File: src/verilog/cast_fmt_pkg.sv
package cast_fmt_pkg;

  // ----------------------------------------
  // binary32 layout
  // ----------------------------------------
  localparam int unsigned FP_WIDTH = 32;  // Full word
  localparam int unsigned EXP_BITS = 8;   // Exponent field
  localparam int unsigned MAN_BITS = 23;  // Stored fraction, no hidden bit
  localparam int unsigned BIAS     = 127; // Exponent bias

  // ----------------------------------------
  // Integer layout
  // ----------------------------------------
  localparam int unsigned INT_WIDTH = 32; // Signed or unsigned word

  // One operand word, read as a float or as a raw integer
  typedef union packed {
    struct packed {
      logic                sign;     // Sign bit
      logic [EXP_BITS-1:0] exponent; // Biased exponent
      logic [MAN_BITS-1:0] mantissa; // Fraction field
    } fp;
    logic [INT_WIDTH-1:0] raw;       // Integer view
  } operand_u;

endpackage

File: src/verilog/cast_ctrl_pkg.sv
package cast_ctrl_pkg;

  // ----------------------------------------
  // Operation codes
  // ----------------------------------------
  localparam logic OP_I2F = 1'b0; // Integer to float
  localparam logic OP_F2I = 1'b1; // Float to integer

  // Rounding modes, RISC-V frm order
  localparam logic [2:0] RNE = 3'b000; // Nearest, ties to even
  localparam logic [2:0] RTZ = 3'b001; // Toward zero
  localparam logic [2:0] RDN = 3'b010; // Toward minus infinity
  localparam logic [2:0] RUP = 3'b011; // Toward plus infinity
  localparam logic [2:0] RMM = 3'b100; // Nearest, ties away

  // Flag vector
  localparam int unsigned NUM_FLAGS = 2;
  localparam int unsigned FLAG_NV   = 1; // Invalid
  localparam int unsigned FLAG_NX   = 0; // Inexact

  // ----------------------------------------
  // Internal datapath widths
  // ----------------------------------------
  // Hidden bit plus fraction, or a whole integer, whichever is wider
  localparam int unsigned MANT_W  = 32;
  localparam int unsigned EXP_W   = 10; // Signed, covers -149 .. 128
  localparam int unsigned SHAMT_W = 5;  // Leading-zero count

endpackage

File: src/verilog/cast_unpack.sv
`timescale 1ns/1ps

module cast_unpack
  import cast_fmt_pkg::*, cast_ctrl_pkg::*;
(
  input  operand_u                operand_i,
  input  logic                    op_i,
  input  logic                    op_mod_i,    // Unsigned integer source
  output logic                    sign_o,
  output logic signed [EXP_W-1:0] exp_o,       // Unbiased exponent
  output logic [MANT_W-1:0]       mant_o,      // Normalized, MSB is the leading one
  output logic                    mant_zero_o,
  output logic                    is_nan_o,    // Quiet NaN
  output logic                    is_snan_o,   // Signalling NaN
  output logic                    is_inf_o
);

  logic                    exp_all_ones;
  logic                    exp_zero;
  logic                    frac_zero;
  logic                    is_sub;
  logic                    int_sign;
  logic [MANT_W-1:0]       int_mag;
  logic [MANT_W-1:0]       fp_mant;
  logic [MANT_W-1:0]       enc_mant;
  logic [SHAMT_W-1:0]      lz_cnt;
  logic signed [EXP_W-1:0] fp_exp;
  logic signed [EXP_W-1:0] int_exp;

  // ----------------------------------------
  // Float classification
  // ----------------------------------------
  assign exp_all_ones = &operand_i.fp.exponent;
  assign exp_zero     = ~|operand_i.fp.exponent;
  assign frac_zero    = ~|operand_i.fp.mantissa;
  assign is_sub       = exp_zero & ~frac_zero;

  // Fraction MSB separates quiet from signalling
  assign is_nan_o  = exp_all_ones & ~frac_zero & operand_i.fp.mantissa[MAN_BITS-1];
  assign is_snan_o = exp_all_ones & ~frac_zero & ~operand_i.fp.mantissa[MAN_BITS-1];
  assign is_inf_o  = exp_all_ones & frac_zero;

  // Hidden bit only for nonzero exponents, left aligned
  assign fp_mant = {~exp_zero, operand_i.fp.mantissa, {(MANT_W-MAN_BITS-1){1'b0}}};

  // Integer source
  assign int_sign = operand_i.raw[INT_WIDTH-1] & ~op_mod_i; // Unsigned never negative
  assign int_mag  = int_sign ? MANT_W'(-operand_i.raw) : operand_i.raw;

  assign enc_mant = (op_i == OP_I2F) ? int_mag : fp_mant;

  // ----------------------------------------
  // Normalization
  // ----------------------------------------
  // Highest set bit wins
  always_comb begin : lzc
    lz_cnt = '0;
    for (int i = 0; i < MANT_W; i++) begin
      if (enc_mant[i]) lz_cnt = SHAMT_W'(MANT_W - 1 - i);
    end
  end

  assign mant_zero_o = ~|enc_mant;
  assign mant_o      = enc_mant << lz_cnt;

  // Subnormals use exponent 1, then lose one per leading zero
  assign fp_exp  = $signed(EXP_W'(operand_i.fp.exponent)) + $signed(EXP_W'(is_sub))
                 - $signed(EXP_W'(BIAS)) - $signed(EXP_W'(lz_cnt));
  assign int_exp = $signed(EXP_W'(MANT_W - 1)) - $signed(EXP_W'(lz_cnt));

  assign exp_o  = (op_i == OP_I2F) ? int_exp : fp_exp;
  assign sign_o = (op_i == OP_I2F) ? int_sign : operand_i.fp.sign;

endmodule

File: src/verilog/cast_align.sv
`timescale 1ns/1ps

module cast_align
  import cast_fmt_pkg::*, cast_ctrl_pkg::*;
(
  input  logic                    op_i,
  input  logic                    op_mod_i,     // Unsigned integer target
  input  logic                    sign_i,
  input  logic signed [EXP_W-1:0] exp_i,
  input  logic [MANT_W-1:0]       mant_i,
  output logic [FP_WIDTH-1:0]     abs_o,        // Magnitude before rounding
  output logic                    round_bit_o,
  output logic                    sticky_o,
  output logic                    over_range_o
);

  logic signed [EXP_W-1:0] i2f_exp;
  logic signed [EXP_W-1:0] shift_dist;
  logic [SHAMT_W:0]        f2i_shamt;  // Up to MANT_W+1
  logic [2*MANT_W:0]       shift_vec;  // Integer, round bit, sticky field
  logic                    min_int;

  // ----------------------------------------
  // I2F packing
  // ----------------------------------------
  assign i2f_exp = exp_i + $signed(EXP_W'(BIAS)); // Always a normal exponent

  // ----------------------------------------
  // F2I shift to integer position
  // ----------------------------------------
  assign shift_dist = $signed(EXP_W'(MANT_W - 1)) - exp_i;

  always_comb begin : f2i_shift
    if (exp_i > $signed(EXP_W'(MANT_W - 1))) begin
      f2i_shamt = '0;                       // Over range, result replaced later
    end else if (exp_i < -1) begin
      f2i_shamt = (SHAMT_W+1)'(MANT_W + 1); // Whole mantissa into sticky
    end else begin
      f2i_shamt = shift_dist[SHAMT_W:0];
    end
  end

  assign shift_vec = {mant_i, {(MANT_W+1){1'b0}}} >> f2i_shamt;

  // Exactly -2^31 still fits a signed target
  assign min_int = ~op_mod_i & sign_i & (exp_i == $signed(EXP_W'(INT_WIDTH - 1)))
                 & (mant_i == {1'b1, {(MANT_W-1){1'b0}}});

  // ----------------------------------------
  // Output select
  // ----------------------------------------
  always_comb begin : sel
    if (op_i == OP_I2F) begin
      // Hidden bit dropped, carry from rounding bumps the exponent
      abs_o        = {1'b0, i2f_exp[EXP_BITS-1:0], mant_i[MANT_W-2 -: MAN_BITS]};
      round_bit_o  = mant_i[MANT_W-2-MAN_BITS];
      sticky_o     = |mant_i[MANT_W-3-MAN_BITS:0];
      over_range_o = 1'b0;
    end else begin
      abs_o        = shift_vec[2*MANT_W -: INT_WIDTH];
      round_bit_o  = shift_vec[MANT_W];
      sticky_o     = |shift_vec[MANT_W-1:0];
      // Unsigned range is one binade wider
      over_range_o = (exp_i >= $signed(EXP_W'(INT_WIDTH - 1 + op_mod_i))) & ~min_int;
    end
  end

endmodule

File: src/verilog/cast_finish.sv
`timescale 1ns/1ps

module cast_finish
  import cast_fmt_pkg::*, cast_ctrl_pkg::*;
(
  input  logic                 op_i,
  input  logic                 op_mod_i,     // Unsigned integer target
  input  logic [2:0]           rnd_mode_i,
  input  logic                 sign_i,
  input  logic                 mant_zero_i,  // Integer source was zero
  input  logic                 is_nan_i,
  input  logic                 is_snan_i,
  input  logic                 is_inf_i,
  input  logic [FP_WIDTH-1:0]  abs_i,
  input  logic                 round_bit_i,
  input  logic                 sticky_i,
  input  logic                 over_range_i,
  output logic [FP_WIDTH-1:0]  result_o,
  output logic [NUM_FLAGS-1:0] flags_o
);

  logic                 round_up;
  logic                 inexact;
  logic [FP_WIDTH-1:0]  rounded_abs;
  logic                 rounded_zero;
  logic [FP_WIDTH-1:0]  i2f_res;
  logic [INT_WIDTH-1:0] f2i_res;
  logic                 any_nan;
  logic                 f2i_special;
  logic [INT_WIDTH-1:0] sat_res;

  // ----------------------------------------
  // Rounding
  // ----------------------------------------
  assign inexact = round_bit_i | sticky_i;

  always_comb begin : rnd
    case (rnd_mode_i)
      RNE:     round_up = round_bit_i & (sticky_i | abs_i[0]); // Ties to even LSB
      RTZ:     round_up = 1'b0;
      RDN:     round_up = inexact & sign_i;
      RUP:     round_up = inexact & ~sign_i;
      RMM:     round_up = round_bit_i;
      default: round_up = 1'b0;                                // Reserved codes truncate
    endcase
  end

  assign rounded_abs  = abs_i + FP_WIDTH'(round_up);
  assign rounded_zero = ~|rounded_abs;

  // Regular results
  assign i2f_res = mant_zero_i ? '0 : {sign_i, rounded_abs[FP_WIDTH-2:0]};
  assign f2i_res = sign_i ? INT_WIDTH'(-rounded_abs) : rounded_abs; // Two's complement

  // ----------------------------------------
  // F2I special cases
  // ----------------------------------------
  assign any_nan = is_nan_i | is_snan_i;

  // Negative into unsigned is only invalid if it survives rounding
  assign f2i_special = any_nan | is_inf_i | over_range_i
                     | (sign_i & op_mod_i & ~rounded_zero);

  always_comb begin : saturate
    sat_res = {op_mod_i, {(INT_WIDTH-1){1'b1}}}; // Positive max for the target
    if (sign_i && !any_nan) begin
      sat_res = ~sat_res;                        // Signed min, or zero if unsigned
    end
  end

  // ----------------------------------------
  // Result and flag select
  // ----------------------------------------
  always_comb begin : sel
    flags_o = '0;
    if (op_i == OP_I2F) begin
      result_o         = i2f_res;
      flags_o[FLAG_NX] = inexact;
    end else if (f2i_special) begin
      result_o         = sat_res;
      flags_o[FLAG_NV] = 1'b1;
    end else begin
      result_o         = f2i_res;
      flags_o[FLAG_NX] = inexact;
    end
  end

endmodule

File: src/verilog/cast_out_reg.sv
`timescale 1ns/1ps

module cast_out_reg
  import cast_fmt_pkg::*, cast_ctrl_pkg::*;
(
  input  logic                 clk_i,
  input  logic                 rst_i,
  input  logic                 in_valid_i,
  output logic                 in_ready_o,
  input  logic [FP_WIDTH-1:0]  result_i,
  input  logic [NUM_FLAGS-1:0] flags_i,
  output logic                 out_valid_o,
  input  logic                 out_ready_i,
  output logic [FP_WIDTH-1:0]  result_o,
  output logic [NUM_FLAGS-1:0] flags_o
);

  // Free slot, or the held result leaves this cycle
  assign in_ready_o = ~out_valid_o | out_ready_i;

  always_ff @(posedge clk_i) begin
    if (rst_i) begin
      out_valid_o <= 1'b0;
    end else if (in_ready_o) begin
      out_valid_o <= in_valid_i; // Refill or drain
    end
  end

  // Payload only moves on an accepted input
  always_ff @(posedge clk_i) begin
    if (in_valid_i && in_ready_o) begin
      result_o <= result_i;
      flags_o  <= flags_i;
    end
  end

endmodule

File: src/verilog/cast_top.sv
`timescale 1ns/1ps

module cast_top
  import cast_fmt_pkg::*, cast_ctrl_pkg::*;
(
  input  logic                 clk_i,
  input  logic                 rst_i,
  input  logic                 in_valid_i,
  output logic                 in_ready_o,
  input  operand_u             operand_i,   // Float or integer word
  input  logic                 op_i,
  input  logic                 op_mod_i,    // Unsigned integer side
  input  logic [2:0]           rnd_mode_i,
  output logic [FP_WIDTH-1:0]  result_o,
  output logic [NUM_FLAGS-1:0] flags_o,
  output logic                 out_valid_o,
  input  logic                 out_ready_i
);

  // ----------------------------------------
  // Unpack to align
  // ----------------------------------------
  logic                    sign;
  logic signed [EXP_W-1:0] exp_unb;
  logic [MANT_W-1:0]       mant_norm;
  logic                    mant_zero;
  logic                    is_nan;
  logic                    is_snan;
  logic                    is_inf;

  // Align to finish
  logic [FP_WIDTH-1:0]     pre_abs;
  logic                    round_bit;
  logic                    sticky;
  logic                    over_range;

  // Finish to output register
  logic [FP_WIDTH-1:0]     result_d;
  logic [NUM_FLAGS-1:0]    flags_d;

  cast_unpack u_unpack (
    .operand_i   (operand_i),
    .op_i        (op_i),
    .op_mod_i    (op_mod_i),
    .sign_o      (sign),
    .exp_o       (exp_unb),
    .mant_o      (mant_norm),
    .mant_zero_o (mant_zero),
    .is_nan_o    (is_nan),
    .is_snan_o   (is_snan),
    .is_inf_o    (is_inf)
  );

  cast_align u_align (
    .op_i         (op_i),
    .op_mod_i     (op_mod_i),
    .sign_i       (sign),
    .exp_i        (exp_unb),
    .mant_i       (mant_norm),
    .abs_o        (pre_abs),
    .round_bit_o  (round_bit),
    .sticky_o     (sticky),
    .over_range_o (over_range)
  );

  cast_finish u_finish (
    .op_i         (op_i),
    .op_mod_i     (op_mod_i),
    .rnd_mode_i   (rnd_mode_i),
    .sign_i       (sign),
    .mant_zero_i  (mant_zero),
    .is_nan_i     (is_nan),
    .is_snan_i    (is_snan),
    .is_inf_i     (is_inf),
    .abs_i        (pre_abs),
    .round_bit_i  (round_bit),
    .sticky_i     (sticky),
    .over_range_i (over_range),
    .result_o     (result_d),
    .flags_o      (flags_d)
  );

  // Single result stage
  cast_out_reg u_out_reg (
    .clk_i       (clk_i),
    .rst_i       (rst_i),
    .in_valid_i  (in_valid_i),
    .in_ready_o  (in_ready_o),
    .result_i    (result_d),
    .flags_i     (flags_d),
    .out_valid_o (out_valid_o),
    .out_ready_i (out_ready_i),
    .result_o    (result_o),
    .flags_o     (flags_o)
  );

endmodule

File: config.mk
export PLATFORM = sky130hd
export DESIGN_NAME = cast_top
export DESIGN_NICKNAME = d
export VERILOG_FILES = /design/src/verilog/cast_fmt_pkg.sv /design/src/verilog/cast_ctrl_pkg.sv /design/src/verilog/cast_unpack.sv /design/src/verilog/cast_align.sv /design/src/verilog/cast_finish.sv /design/src/verilog/cast_out_reg.sv /design/src/verilog/cast_top.sv
export SDC_FILE = /design/constraint.sdc
export NUM_CORES = 1
export LEC_CHECK = 0
export BUFFER_PORTS_ARGS = -buffer_cell sky130_fd_sc_hd__buf_2
export CAP_MARGIN = 40
export CORE_UTILIZATION = 49
export CTS_CLUSTER_SIZE = 12
export DETAILED_ROUTE_END_ITERATION = 10
export GPL_ROUTABILITY_DRIVEN = 1
export PLACE_DENSITY = 0.71
export SLEW_MARGIN = 20
export SYNTH_ARGS = -nofsm -noshare
export SYNTH_HDL_FRONTEND = slang
export SYNTH_HIERARCHICAL = 1
export SYNTH_SLANG_ARGS = --single-unit
File: constraint.sdc
create_clock -name clk_i -period 23.8 [get_ports clk_i]
set_input_delay 3.57 -clock clk_i [delete_from_list [all_inputs] [get_ports clk_i]]
set_output_delay 3.57 -clock clk_i [all_outputs]
set_load 0.02 [all_outputs]
==> results of run 1 <==
-- sequential cells by signal (all words and copies together), names as in the netlist --
register               count
u_out_reg/flags_o          2
u_out_reg/out_valid_o      1
u_out_reg/result_o        32
-- worst paths after layout --
path | to | slack [ps] | cells past startpoint
worst max-delay path | u_out_reg/result_o[31]$_DFFE_PP_ | 5960 | 50
worst min-delay path | u_out_reg/out_valid_o$_SDFFE_PP0P_ | 510 | 2
worst max register to register | u_out_reg/result_o[21]$_DFFE_PP_ | 22600 | 2
worst min register to register | u_out_reg/out_valid_o$_SDFFE_PP0P_ | 510 | 2
-- logic make-up after synthesis --
| kind of cell | share of synthesized area |
|---|---|
| flip-flops | 0.0810 |
| buffers and inverters | 0.0833 |
| multiplexers | 0.0852 |
| AO/OA/AOI/OAI | 0.344 |
| AND/OR/NAND/NOR | 0.338 |
| XOR/XNOR | 0.0402 |
| adder cells (fa/ha/maj) | 0.0275 |
-- per-stage QoR --
step | hold WS, ps | cell area, µm²
after CTS | 518 | 13300
after detailed placement | 513 | 13100
after floorplan | 620 | 12800
after global routing | 542 | 13300
after global placement | 486 | 13000
final | 514 | 13300
-- report_power, final --
part           internal, mW  switching, mW  leakage (nW)
sequential           0.0811        0.00192         0.344
clock                0.0414         0.0229        0.0739
combinational         0.193          0.421          4.38
-- synthesized netlist by cell type (34+ instances only) --
cell / number / share of area
nand3_1: 70 / 0.027
o21ai_0: 69 / 0.027
buf_2: 44 / 0.017
nor4_1: 37 / 0.018
a21oi_1: 135 / 0.053
edfxtp_1: 34 / 0.079
mux2i_1: 77 / 0.060
o211ai_1: 40 / 0.023
nand2_1: 148 / 0.043
xnor2_1: 39 / 0.027
nor2_1: 174 / 0.051
nand4_1: 50 / 0.024
inv_1: 46 / 0.013
clkbuf_1: 76 / 0.022
nor3_1: 100 / 0.039
-- critical path: cells and delay by family --
kind | cells | cell delay, ps
fa+ha+maj | 6 | 1750
mux | 2 | 530
buf+inv | 8 | 1480
compound gates | 16 | 5640
simple gates | 18 | 4830
-- final cells by class --
cell class | count | area, µm² | area share
clock buffer | 7 | 143 | 0.0107
clock inverter | 1 | 5.00 | 0.000375
inverter | 54 | 205 | 0.0154
multi-input combinational | 1595 | 10800 | 0.808
sequential | 35 | 1040 | 0.0780
tap | 330 | 413 | 0.0309
timing repair buffer | 126 | 754 | 0.0565
-- layer usage --
layer	wire, µm	part of all wire
met1	21900	0.42
met2	21800	0.42
met3	6450	0.12
met4	2380	0.045
met5	0	0
==> impl_metrics.csv, run 1 <==
group,metric,value,unit
die,start_util,0.504,
global_routing,grt_use_met1,0.532,
routing,wl_per_cell,24.5,µm
timing,fin_crit_sh,0.750,
global_routing,grt_max_degree,61,
timing,setup_viol,0,
logic_synthesis,synth_edf_count,34,
cells_and_area,fill_cells,2594,
setup_path,critPathMaxFanout,35,
cells_and_area,utilization,0.524,
clocking,cts_tree,"yes",
logic_synthesis,synth_area,12800,µm²
routing,firstDrtPassIters,8,
die,core,25500,µm²
job,maxCapViolations,0,
logic_synthesis,yosys_warnings,6,
global_routing,grtUsageTotal,0.378,
placed_design,dp_cells,2131,
clocking,ctsHoldBuffers,0,
status,outcome,"completed",
routing,wl,52600,µm
global_routing,grt_overflow,0,
setup_path,r2r_start,"u_out_reg/out_valid_o$_SDFFE_PP0P_",
cells_and_area,final_common_cell,"nor2_1",
setup_path,crit_top_cell,"ha_1",
clocking,numCtsBuffers,5,
timing,finalHoldViolCount,0,
global_routing,grtUsageMet3,0.0621,
clocking,post_cts_buffers,0,
clocking,cts_buffer_depth,2,
clocking,cts.repair.resized,0,
placed_design,port_buffers,76,
logic_synthesis,synth_seq_cells,35,
timing,fin_ws,5960,ps
cells_and_area,drive_above_1_share,0.143,
die,die_y,164,µm
logic_synthesis,synth_area_per_cell,6.93,µm²
routing,drt-initial-drc-count,2993,
placed_design,dp_hpwl,38900,µm
setup_path,max_stage_delay,1070,ps
setup_path,cp.arrival,17860,ps
global_routing,grtUsageMet2,0.576,
global_routing,antenna_found_initial,1,
timing,period_needed,17840,ps
timing,fin_worst_skew,5.05,ps
power,cellLeakagePower,4.80,nW
clocking,cts.htree.levels,2,
global_routing,grt_pass1_vias,14200,
setup_path,endpoint_kind,"flip-flop",
logic_synthesis,synth_ff_type,"edfxtp_1",
cells_and_area,syn2layout_area_growth,3.85,%
timing,max_freq,56.1,MHz
placed_design,pre_cts_ws,5890,ps
power,ir_drop,0.0651,mV
setup_path,required,23820,ps
timing,slew_headroom,0.235,
cells_and_area,num_antenna_cells,0,
cells_and_area,num-nets-final,1885,
logic_synthesis,syn-instance-count,1853,
worst_hold_path,hold_start,"u_out_reg/out_valid_o$_SDFFE_PP0P_",
clocking,clkTransAtPathRegs,50,ps
global_routing,busiest_layer,"met2",
setup_path,startpoint_type,"primary input",
clocking,clock_sinks,35,
timing,slew_viol_final,0,
setup_path,slowest_stage,"a222oi_1",
die,rows,58,
die,pin_count,77,
clocking,clockRootBuffer,"clkbuf_16",
logic_synthesis,seq_area_frac_synth,0.0810,
cells_and_area,instances_no_fill,2148,
die,die_w,164,µm
logic_synthesis,syn_nets,1921,
timing,tns,0,ps
routing,ant_nets,0,
timing,rsz0062_at_grt,"no",
placed_design,gp_congestion,1.01,
global_routing,grt_pass1_wl,81100,µm
cells_and_area,layout_common_cells,"171 x nor2_1, 148 x nand2_1, 134 x a21oi_1",
worst_hold_path,hp-class,"reg2reg",
timing,worst_slew_pin_slew,1150,ps
clocking,clock_latency,280,ps
logic_synthesis,yosysUniqueCellTypes,125,
routing,drc,0,
die,die-area,26900,µm²
routing,vias,16200,
routing,vias_per_cell,7.54,
power,fin_total_pwr,0.762,mW
power,powerDensity,57.1,nW/µm²
logic_synthesis,async_flop_share,0,
setup_path,crit_type,"in2reg",
setup_path,crit_path_start,"operand_i[0]",
Power figures use the tool's default switching activity.
==> run 2: changes to the inputs <==
==> constraint.sdc (replaced) <==
create_clock -name clk_i -period 17.15 [get_ports clk_i]
set_input_delay 2.5725 -clock clk_i [delete_from_list [all_inputs] [get_ports clk_i]]
set_output_delay 2.5725 -clock clk_i [all_outputs]
set_load 0.02 [all_outputs]
==> run 2 against run 1 <==
Net effect: combinational power rose by 41%; design area is 1.2% higher; largest cell class unchanged; critical path type unchanged; via count is 0.78% higher; clock power increased by 66%.
==> impl_metrics.csv, run 2 (same netlist as run 1, synthesis figures left out) <==
group,metric,value,unit
power,powerDensity,81.0,nW/µm²
power,fin_total_pwr,1.09,mW
clocking,cts_tree,"yes",
cells_and_area,syn2layout_area_growth,5.04,%
timing,fin_worst_skew,4.36,ps
cells_and_area,largestRegisters,"u_out_reg/result_o (32), u_out_reg/flags_o (2), u_out_reg/out_valid_o (1)",
clocking,clock_sinks,35,
cells_and_area,num-nets-final,1899,
setup_path,slowest_stage,"nor2_2",
routing,firstDrtPassIters,7,
cells_and_area,regArea,1040,µm²
setup_path,crit_type,"in2reg",
placed_design,dp_hpwl,40900,µm
setup_path,max_stage_delay,710,ps
clocking,clockRootBuffer,"clkbuf_16",
die,die_w,164,µm
timing,max_freq,61.1,MHz
setup_path,startpoint_type,"primary input",
routing,wl_per_cell,25.4,µm
cells_and_area,num_antenna_cells,0,
cells_and_area,utilization,0.530,
timing,finalHoldViolCount,0,
setup_path,required,17270,ps
cells_and_area,drive_above_1_share,0.150,
placed_design,gp_congestion,1.03,
global_routing,grt_pass1_wl,83400,µm
power,p_seq_frac,0.105,
power,comb_power_share,0.797,
global_routing,grt_max_degree,62,
power,ir_drop,0.113,mV
power,p_int,0.459,mW
routing,ant_nets,0,
routing,drt-initial-drc-count,3021,
timing,period_needed,16370,ps
global_routing,grt_overflow,0,
clocking,cts_buffer_depth,2,
cells_and_area,largest_reg_flops,32,
status,outcome,"completed",
placed_design,pre_cts_ws,948,ps
die,rows,58,
cells_and_area,finalInstanceArea,13500,µm²
power,swShare,0.580,
cells_and_area,multiInputGateArea,10800,µm²
global_routing,grtUsageTotal,0.395,
routing,wl,54800,µm
power,clkPwrFrac,0.098,
timing,worst_slew_pin_slew,936,ps
timing,fin_ws,778,ps
placed_design,dp_cells,2151,
timing,slew_headroom,0.375,
worst_hold_path,hp-class,"reg2reg",
cells_and_area,instances_no_fill,2162,
cells_and_area,final_common_cell,"nor2_1",
timing,rsz0062_at_grt,"no",
placed_design,placed_cell_area,13300,µm²
timing,whs,506,ps
die,start_util,0.504,
timing,fin_crit_sh,0.955,
setup_path,crit_top_cell,"ha_1",
routing,vias,16300,
cells_and_area,top_register,"u_out_reg/result_o",
clocking,numCtsBuffers,5,
placed_design,port_buffers,76,
routing,drc,0,
die,die-area,26900,µm²
setup_path,critPathMaxFanout,34,
power,p_sw,0.633,mW
clocking,cts.htree.levels,2,
routing,vias_per_cell,7.55,
global_routing,grt_pass1_vias,14100,
clocking,clock_latency,290,ps
cells_and_area,layout_common_cells,"172 x nor2_1, 148 x nand2_1, 134 x a21oi_1",
timing,slew_viol_final,0,
timing,tns,0,ps
power,cellLeakagePower,4.89,nW
clocking,clkTransAtPathRegs,50,ps
cells_and_area,fill_cells,2528,
setup_path,endpoint_kind,"flip-flop",
die,die_y,164,µm
timing,setup_viol,0,
die,pin_count,77,
global_routing,antenna_found_initial,0,
die,core,25500,µm²
job,maxCapViolations,0,
setup_path,cp.arrival,16490,ps
[run 2: changes by cell type in the layout (fill, tap and decap cells not counted), sizes merged]
cell / previous run / this run
clkdlybuf4s18: 1 / 0
buf: 122 / 140
clkbuf: 10 / 6
bufinv: 0 / 1
[run 2: path summary, 6_finish.rpt]
path	end	startpoint	depth (start not counted)	slack (ps)
setup / recovery	u_out_reg/result_o[24]$_DFFE_PP_	operand_i[0]	45	780
hold / removal	u_out_reg/out_valid_o$_SDFFE_PP0P_	u_out_reg/out_valid_o$_SDFFE_PP0P_	2	510
setup reg to reg	u_out_reg/result_o[20]$_DFFE_PP_	u_out_reg/out_valid_o$_SDFFE_PP0P_	2	15950
hold reg to reg	u_out_reg/out_valid_o$_SDFFE_PP0P_	u_out_reg/out_valid_o$_SDFFE_PP0P_	2	510
[run 2: worst max-delay path, delay by kind of cell]
kind                       cells  cell delay [ps]
buffers and inverters          5             1340
AOI/OAI and AO/OA             18             5620
adders and majority gates      5             1420
and+or+nand+nor               17             5480
[run 2: cell type report]
class | count | share of cell area
Clock inverter | 2 | 0.00260
Clock buffer | 6 | 0.0103
Inverter | 54 | 0.0152
Timing Repair Buffer | 140 | 0.0660
Multi-Input combinational cell | 1595 | 0.798
Sequential cell | 35 | 0.0771
Tap cell | 330 | 0.0306
[run 2: power groups by stage]
stage                     combinational [mW]  sequential (mW)  clock, mW
after floorplan                        0.560            0.134          0
after global placement                 0.823            0.117          0
after detailed placement               0.821            0.117          0
after CTS                              0.825            0.115      0.108
after global routing                   0.910            0.117      0.111
final                                  0.870            0.115      0.107
[run 2: timing repair]
item | 4_1_cts | 5_1_grt
resized for setup | 0 | 1
setup endpoints to repair | 0 | 6
hold buffers | 0 | 0
buffers inserted | 0 | 0
[run 2: routing by layer]
metal,wire [µm],GRT usage
met5,0,0
met2,22700,0.593
met4,2330,0.141
met3,6850,0.0705
met1,23000,0.559
